==> config.mk <==
export PLATFORM = sky130hd
export DESIGN_NAME = fp_adder
export DESIGN_NICKNAME = d
export VERILOG_FILES = /design/src/verilog/fp_format_pkg.sv /design/src/verilog/fp_pipe_pkg.sv /design/src/verilog/fp_stage_if.sv /design/src/verilog/fp_adder.sv /design/src/verilog/fp_decode.sv /design/src/verilog/fp_execute.sv /design/src/verilog/fp_normalize.sv /design/src/verilog/fp_result.sv
export SDC_FILE = /design/constraint.sdc
export NUM_CORES = 1
export LEC_CHECK = 0
export BUFFER_PORTS_ARGS = -buffer_cell sky130_fd_sc_hd__clkbuf_2
export CAP_MARGIN = 20
export CORE_UTILIZATION = 35
export CTS_BUF_LIST = sky130_fd_sc_hd__clkbuf_8
export DETAILED_ROUTE_END_ITERATION = 8
export PLACE_DENSITY = 0.57
export SLEW_MARGIN = 25
export SYNTH_ARGS = -nofsm -noshare
export SYNTH_HDL_FRONTEND = slang
export SYNTH_HIERARCHICAL = 1
export SYNTH_SLANG_ARGS = --single-unit
==> constraint.sdc <==
create_clock -name clk -period 12.5 [get_ports clk]
set_clock_uncertainty 0.2 [all_clocks]
set_input_delay 0.625 -clock clk [delete_from_list [all_inputs] [get_ports clk]]
set_output_delay 0.625 -clock clk [all_outputs]
set_load 0.02 [all_outputs]
==> src/verilog/fp_format_pkg.sv <==
`default_nettype none

package fp_format_pkg;

    // IEEE-754 single precision layout
    localparam int man_w  = 23;
    localparam int exp_w  = 8;
    localparam int word_w = 1 + exp_w + man_w;

    localparam int sign_pos = word_w - 1;
    localparam int exp_lsb  = man_w;

    // Hidden bit, fraction, then three rounding bits
    localparam int ext_w = man_w + 4;

    localparam logic [exp_w-1:0] exp_max = '1;

    // Canonical quiet NaN
    localparam logic [word_w-1:0] qnan_word = 32'h7FC0_0000;

    typedef logic [word_w-1:0] fp_word_t;

endpackage

`default_nettype wire

==> src/verilog/fp_pipe_pkg.sv <==
`default_nettype none

package fp_pipe_pkg;

    import fp_format_pkg::*;

    localparam int flag_overflow  = 0;
    localparam int flag_underflow = 1;
    localparam int flag_inexact   = 2;
    localparam int flag_invalid   = 3;

    typedef logic [3:0] fp_flags_t;

    typedef enum logic {
        round_nearest_even = 1'b0,
        round_to_zero      = 1'b1
    } round_mode_t;

    // exp_diff is exp_a minus exp_b in two's complement
    typedef struct packed {
        logic [ext_w-1:0] mant_a;
        logic [ext_w-1:0] mant_b;
        logic [exp_w-1:0] exp;
        logic [exp_w:0]   exp_diff;
        logic             sign_a;
        logic             sign_b;
        round_mode_t      rmode;
        logic             special;
        fp_word_t         special_word;
        fp_flags_t        special_flags;
    } align_item_t;

    // Same field order as the head of norm_item_t
    typedef struct packed {
        logic [ext_w-1:0] mant;
        logic [exp_w-1:0] exp;
        logic             carry;
        logic             sign;
        fp_flags_t        flags;
        logic             special;
        fp_word_t         special_word;
        fp_flags_t        special_flags;
    } round_item_t;

    typedef struct packed {
        logic [ext_w-1:0] mant;
        logic [exp_w-1:0] exp;
        logic             carry;
        logic             sign;
        fp_flags_t        flags;
        logic             special;
        fp_word_t         special_word;
        fp_flags_t        special_flags;
        round_mode_t      rmode;
    } norm_item_t;

endpackage

`default_nettype wire

==> src/verilog/fp_stage_if.sv <==
`default_nettype none

interface fp_stage_if #(
    parameter type payload_t = logic
);
    logic     valid;
    logic     ready;
    payload_t data;

    modport producer (
        output valid,
        output data,
        input  ready
    );

    modport consumer (
        input  valid,
        input  data,
        output ready
    );
endinterface

`default_nettype wire
==> src/verilog/fp_adder.sv <==
`default_nettype none

module fp_adder
    import fp_format_pkg::*, fp_pipe_pkg::*;
(
    input  logic        clk,
    input  logic        rst_n,
    input  fp_word_t    op_a,
    input  fp_word_t    op_b,
    input  round_mode_t round_mode,
    input  logic        in_valid,
    output logic        in_ready,
    output fp_word_t    result,
    output fp_flags_t   flags,
    output logic        out_valid
);
    fp_stage_if #(.payload_t(align_item_t)) dec_if ();
    fp_stage_if #(.payload_t(norm_item_t))  exe_if ();
    fp_stage_if #(.payload_t(norm_item_t))  nrm_if ();

    fp_decode u_decode (
        .clk       (clk),
        .rst_n     (rst_n),
        .op_a      (op_a),
        .op_b      (op_b),
        .round_mode(round_mode),
        .in_valid  (in_valid),
        .in_ready  (in_ready),
        .down      (dec_if.producer)
    );

    fp_execute u_execute (
        .clk  (clk),
        .rst_n(rst_n),
        .up   (dec_if.consumer),
        .down (exe_if.producer)
    );

    fp_normalize u_normalize (
        .clk  (clk),
        .rst_n(rst_n),
        .up   (exe_if.consumer),
        .down (nrm_if.producer)
    );

    fp_result u_result (
        .clk      (clk),
        .rst_n    (rst_n),
        .up       (nrm_if.consumer),
        .result   (result),
        .flags    (flags),
        .out_valid(out_valid)
    );

endmodule

`default_nettype wire

==> src/verilog/fp_decode.sv <==
`default_nettype none

module fp_decode
    import fp_format_pkg::*, fp_pipe_pkg::*;
(
    input  logic         clk,
    input  logic         rst_n,
    input  fp_word_t     op_a,
    input  fp_word_t     op_b,
    input  round_mode_t  round_mode,
    input  logic         in_valid,
    output logic         in_ready,
    fp_stage_if.producer down
);
    logic             sign_a;
    logic             sign_b;
    logic [exp_w-1:0] exp_a;
    logic [exp_w-1:0] exp_b;
    logic [man_w-1:0] frac_a;
    logic [man_w-1:0] frac_b;
    logic             nan_a;
    logic             nan_b;
    logic             inf_a;
    logic             inf_b;
    align_item_t      item;

    assign sign_a = op_a[sign_pos];
    assign sign_b = op_b[sign_pos];
    assign exp_a  = op_a[exp_lsb +: exp_w];
    assign exp_b  = op_b[exp_lsb +: exp_w];
    assign frac_a = op_a[man_w-1:0];
    assign frac_b = op_b[man_w-1:0];

    assign nan_a = (exp_a == exp_max) && (frac_a != '0);
    assign nan_b = (exp_b == exp_max) && (frac_b != '0);
    assign inf_a = (exp_a == exp_max) && (frac_a == '0);
    assign inf_b = (exp_b == exp_max) && (frac_b == '0);

    assign in_ready = down.ready;

    always_comb begin
        item         = '0;
        item.sign_a  = sign_a;
        item.sign_b  = sign_b;
        item.rmode   = round_mode;
        item.special = nan_a || nan_b || inf_a || inf_b;
        if (nan_a || nan_b || (inf_a && inf_b && (sign_a != sign_b))) begin
            item.special_word                = qnan_word;
            item.special_flags[flag_invalid] = 1'b1;
        end else if (inf_a) begin
            item.special_word = {sign_a, exp_max, {man_w{1'b0}}};
        end else if (inf_b) begin
            item.special_word = {sign_b, exp_max, {man_w{1'b0}}};
        end
        // Specials keep zero mantissas and finish early downstream
        if (!item.special) begin
            item.mant_a   = {exp_a != '0, frac_a, 3'b000};
            item.mant_b   = {exp_b != '0, frac_b, 3'b000};
            item.exp_diff = {1'b0, exp_a} - {1'b0, exp_b};
            item.exp      = item.exp_diff[exp_w] ? exp_b : exp_a;
        end
    end

    always_ff @(posedge clk or negedge rst_n) begin
        if (!rst_n) begin
            down.valid <= 1'b0;
        end else if (down.ready) begin
            down.valid <= in_valid;
        end
    end

    always_ff @(posedge clk) begin
        if (in_valid && in_ready) begin
            down.data <= item;
        end
    end

endmodule

`default_nettype wire

==> src/verilog/fp_execute.sv <==
`default_nettype none

module fp_execute
    import fp_format_pkg::*, fp_pipe_pkg::*;
(
    input  logic         clk,
    input  logic         rst_n,
    fp_stage_if.consumer up,
    fp_stage_if.producer down
);
    logic [exp_w:0] shamt;
    align_item_t    aligned;
    align_item_t    al_q;
    logic           al_valid;
    logic           a_larger;
    norm_item_t     summed;

    assign up.ready = down.ready;

    // Smaller operand moves right by the exponent difference
    always_comb begin
        aligned = up.data;
        if (up.data.exp_diff[exp_w]) begin
            shamt          = -up.data.exp_diff;
            aligned.mant_a = up.data.mant_a >> shamt;
        end else begin
            shamt          = up.data.exp_diff;
            aligned.mant_b = up.data.mant_b >> shamt;
        end
    end

    always_comb begin
        a_larger             = al_q.mant_a >= al_q.mant_b;
        summed               = '0;
        summed.exp           = al_q.exp;
        summed.rmode         = al_q.rmode;
        summed.special       = al_q.special;
        summed.special_word  = al_q.special_word;
        summed.special_flags = al_q.special_flags;
        if (al_q.sign_a == al_q.sign_b) begin
            {summed.carry, summed.mant} = al_q.mant_a + al_q.mant_b;
            summed.sign                 = al_q.sign_a;
        end else if (a_larger) begin
            summed.mant = al_q.mant_a - al_q.mant_b;
            summed.sign = al_q.sign_a;
        end else begin
            summed.mant = al_q.mant_b - al_q.mant_a;
            summed.sign = al_q.sign_b;
        end
        // Exact cancellation
        if (!summed.carry && (summed.mant == '0)) begin
            summed.exp = '0;
        end
    end

    always_ff @(posedge clk or negedge rst_n) begin
        if (!rst_n) begin
            al_valid   <= 1'b0;
            down.valid <= 1'b0;
        end else if (down.ready) begin
            al_valid   <= up.valid;
            down.valid <= al_valid;
        end
    end

    always_ff @(posedge clk) begin
        if (down.ready) begin
            if (up.valid) begin
                al_q <= aligned;
            end
            if (al_valid) begin
                down.data <= summed;
            end
        end
    end

endmodule

`default_nettype wire

==> src/verilog/fp_normalize.sv <==
`default_nettype none

module fp_normalize
    import fp_format_pkg::*, fp_pipe_pkg::*;
(
    input  logic         clk,
    input  logic         rst_n,
    fp_stage_if.consumer up,
    fp_stage_if.producer down
);
    logic       busy;
    logic       accept;
    logic       done;
    norm_item_t step;

    assign up.ready = !busy && (!down.valid || down.ready);
    assign accept   = up.valid && up.ready;

    always_comb begin
        if (busy) begin
            // One left shift per cycle
            step      = down.data;
            step.mant = down.data.mant << 1;
            step.exp  = down.data.exp - 1'b1;
            if (step.exp == '0) begin
                step.flags[flag_underflow] = 1'b1;
                step.flags[flag_inexact]   = 1'b1;
            end
        end else begin
            step = up.data;
            if (up.data.carry) begin
                step.mant  = {1'b1, up.data.mant[ext_w-1:1]};
                step.exp   = up.data.exp + 1'b1;
                step.carry = 1'b0;
                if (up.data.mant[0]) begin
                    step.flags[flag_inexact] = 1'b1;
                end
                if (step.exp == exp_max) begin
                    // Overflow to infinity
                    step.mant                 = '0;
                    step.flags[flag_overflow] = 1'b1;
                    step.flags[flag_inexact]  = 1'b1;
                end
            end
        end
        done = step.mant[ext_w-1] || (step.mant == '0) ||
               (step.exp == '0) || (step.exp == exp_max);
    end

    always_ff @(posedge clk or negedge rst_n) begin
        if (!rst_n) begin
            busy       <= 1'b0;
            down.valid <= 1'b0;
        end else if (accept || busy) begin
            busy       <= !done;
            down.valid <= done;
        end else if (down.ready) begin
            down.valid <= 1'b0;
        end
    end

    always_ff @(posedge clk) begin
        if (accept || busy) begin
            down.data <= step;
        end
    end

endmodule

`default_nettype wire

==> src/verilog/fp_result.sv <==
`default_nettype none

module fp_result
    import fp_format_pkg::*, fp_pipe_pkg::*;
(
    input  logic         clk,
    input  logic         rst_n,
    fp_stage_if.consumer up,
    output fp_word_t     result,
    output fp_flags_t    flags,
    output logic         out_valid
);
    fp_stage_if #(.payload_t(norm_item_t)) rnd_if ();
    fp_stage_if #(.payload_t(norm_item_t)) fin_if ();

    logic        lsb_bit;
    logic        rnd_bit;
    logic        sticky;
    logic        incr;
    round_item_t rnd;

    assign lsb_bit = up.data.mant[3];
    assign rnd_bit = up.data.mant[2];
    assign sticky  = |up.data.mant[1:0];

    always_comb begin
        case (up.data.rmode)
            round_nearest_even: incr = rnd_bit && (lsb_bit || sticky);
            round_to_zero:      incr = 1'b0;
            default:            incr = 1'b0;
        endcase
        {rnd.carry, rnd.mant}    = up.data.mant + {incr, 3'b000};
        rnd.exp                  = up.data.exp;
        rnd.sign                 = up.data.sign;
        rnd.flags                = up.data.flags;
        rnd.flags[flag_inexact]  = up.data.flags[flag_inexact] | rnd_bit | sticky;
        rnd.special              = up.data.special;
        rnd.special_word         = up.data.special_word;
        rnd.special_flags        = up.data.special_flags;
    end

    assign up.ready = rnd_if.ready;

    always_ff @(posedge clk or negedge rst_n) begin
        if (!rst_n) begin
            rnd_if.valid <= 1'b0;
        end else if (rnd_if.ready) begin
            rnd_if.valid <= up.valid;
        end
    end

    always_ff @(posedge clk) begin
        if (up.valid && rnd_if.ready) begin
            rnd_if.data <= {rnd, up.data.rmode};
        end
    end

    // Rounding carry goes back through a normalizer
    fp_normalize u_renorm (
        .clk  (clk),
        .rst_n(rst_n),
        .up   (rnd_if.consumer),
        .down (fin_if.producer)
    );

    assign fin_if.ready = 1'b1;
    assign out_valid    = fin_if.valid;

    assign result = fin_if.data.special ? fin_if.data.special_word :
                    {fin_if.data.sign, fin_if.data.exp, fin_if.data.mant[ext_w-2 -: man_w]};
    assign flags  = fin_if.data.special ? fin_if.data.special_flags : fin_if.data.flags;

endmodule

`default_nettype wire

==> out/summary.txt <==
Slew margin rel. -> 31.6%
CTS H-tree depth -> 3
Unrepaired setup endpoints after global routing -> false
Total Nets Final -> 2897
Clk_lat worst skew -> 720 ps
Clk pin slew, worst setup/hold paths -> 60 ps
CTS Root Cell -> clkbuf_8
Post-Route WL -> 83400 um
Placement Setup Slack -> 7550 ps
Power density cells -> 309 mW/mm^2
Worst hold-check path type -> in2reg
Global-route wire length before repair -> 126000 um
Clock tree buffer depth -> 3
Buffers on Ports -> 105
Via count -> 21600
Area of the mapped netlist -> 0.0288 mm^2
Pwr Total -> 9.93 mW
Max VDD drop -> 107 uV
Vias per cell -> 5.60
Switching fraction of total power -> 45.9%
CTS tree -> done
Final non-filler cell total -> 3852
Global-route usage over all layers -> 19.7%
Tcrit/Tclk final -> 40.3%
Clock share of power -> 15.0%
Measured slew at the worst slew-check pin -> 1030 ps
CP Capture Type -> flop
Pin count of the biggest net entering global routing -> 76
Placed instance area -> 0.0300 mm^2
Setup TNS Final -> 0 ps
Vias in the first global route -> 20900
Hold wc startpoint -> op_b[13]
CP max FO -> 23
Outcome -> complete, no violations
Final setup viols -> 0
Chip Height -> 289 um
Crit path kind -> reg2reg
IO Pins -> 106
Max_cap viols -> 0
CTS buffer count -> 87
Critical path origin -> u_execute/al_q[65]
Fmax -> 0.198 GHz
Grt ovf -> 0
Final Slew Violations -> 0
Comb power frac -> 49.1%
Core Area -> 0.0809 mm^2
Violation count after the first detailed-routing iteration -> 2171
Routed Antenna Nets -> 0
DP HPWL -> 61500 um
Die span in x -> 289 um
DRT Pass-1 Iters -> 6
Worst Setup Slack, final -> 7460 ps
Layout cells sized above 1 -> 14.7%
Clock Sinks -> 490
DIE AREA -> 0.0833 mm^2
Synth-to-layout area growth -> 11.9%
Crit path launch type -> flop
Drt wl/cell -> 21.6 um
YS warnings -> 6
Final Cell Area -> 0.0322 mm^2
Utilization after layout -> 39.8%
Placement row count -> 104
Remaining routing DRC violations -> 0
Filler cell count -> 7879
R2R depth -> 11
Net Switching -> 4.55 mW
Final hold violations -> 0
Mapped Cells -> 2619
Internal cell power -> 5.38 mW
Post-CTS Setup Inserts -> 0
Placed Cells -> 3654
Antenna violations before repair -> 4
Register share of total power -> 36.0%
Leak Pwr -> 11.9 nW
Minimum clock period -> 5040 ps
Final estimated routing congestion in global placement -> 0.968
Avg Inst Size Synth -> 11.0 um^2
RR Startpoint -> u_execute/al_q[65]
Hold slack -> 72.9 ps
CP arrival -> 5260 ps
Hold Crit Depth -> 2
Initial core utilization -> 35.5%
CP required -> 12720 ps
-- state kept, by name, summed over array words and instances (netlist names) --
| name | cells |
|---|---|
| u_result/u_renorm/down.valid | 1 |
| u_result/u_renorm/down.data | 76 |
| u_execute/al_q | 102 |
| u_result/rnd_if.data | 78 |
| u_result/rnd_if.valid | 1 |
| u_normalize/down.valid | 1 |
| u_normalize/down.data | 78 |
| u_normalize/busy | 1 |
| u_execute/al_valid | 1 |
| u_decode/down.valid | 1 |
| u_result/u_renorm/busy | 1 |
| u_decode/down.data | 73 |
| u_execute/down.data | 75 |
| u_execute/down.valid | 1 |
-- routing by layer --
metal / vias to the layer above / global-route usage, % / routed length, um
met5: - / 0 / 0
met4: 0 / 6.70 / 2410
met3: 154 / 2.74 / 4720
met2: 880 / 32.3 / 39300
met1: 10500 / 26.7 / 37000
li1: 10000 / - / -
-- final timing paths --
path	endpoint	slack (ps)
setup / recovery	u_execute/down.data[50]	7460
setup reg to reg	u_execute/down.data[50]	7460
hold / removal	u_decode/down.data[73]	70
min in group asynchronous	u_execute/down.valid	120
hold reg to reg	u_result/rnd_if.data[42]	180
max in group asynchronous	u_result/rnd_if.valid	11770
-- layout make-up --
cell class	count	area [um^2]	area share, %
Antenna cell	1	2.50	0.00777
Clock buffer	87	1200	3.72
Clock inverter	70	541	1.68
Inverter	145	544	1.69
Multi-Input combinational cell	1824	12700	39.6
Sequential cell	490	14700	45.6
Tap cell	1060	1330	4.12
Timing Repair Buffer	175	1160	3.62
-- worst max-delay path: stages, from the launching register on --
cell	delay, ps
edfxtp_1	390
inv_1	80
ha_1	500
a21oi_1	400
o21ai_0	320
o2111ai_4	700
nand2_1	390
or3_1	450
a2111oi_0	420
nand4bb_1	240
nor4_4	500
a21boi_1	150
-- power groups by stage --
stage	clock, mW	combinational (mW)	sequential (mW)
6_report	1.49	4.87	3.57
5_1_grt	1.60	5.27	3.66
4_1_cts	1.54	4.82	3.58
3_5_place_dp	0	4.79	3.61
3_3_place_gp	0	4.80	3.57
2_1_floorplan	0	3.44	3.34
-- what timing repair did --
action / 4_1_cts / 5_1_grt
endpoints found under the hold margin: 46 / 0
gates resized for setup: 0 / 0
hold buffers: 39 / 0
setup endpoints to repair: 0 / 0
-- layout by cell type, fill, tap and decap left out, types with 17 or more instances in the layout --
cell and n:
xnor2_1 52, buf_4 29, xor2_1 28, mux2i_1 52, nand2_1 194, mux2_2 51, nor4_1 26, o22ai_1 17
nor3_1 65, a211oi_1 23, o21ai_0 146, edfxtp_1 482, nand3_1 50, nand4_1 38, inv_1 157, clkbuf_8 87
and2_1 54, a21o_1 24, a21oi_1 180, and3_1 42, a31oi_1 23, dlygate4sd3_1 39, nor2_1 170, clkinv_1 26
ha_1 101, clkbuf_2 105, conb_1 36, o211ai_1 57, nand2b_1 19, mux4_2 24, or3_1 17
(Power assumes the default switching activity.)
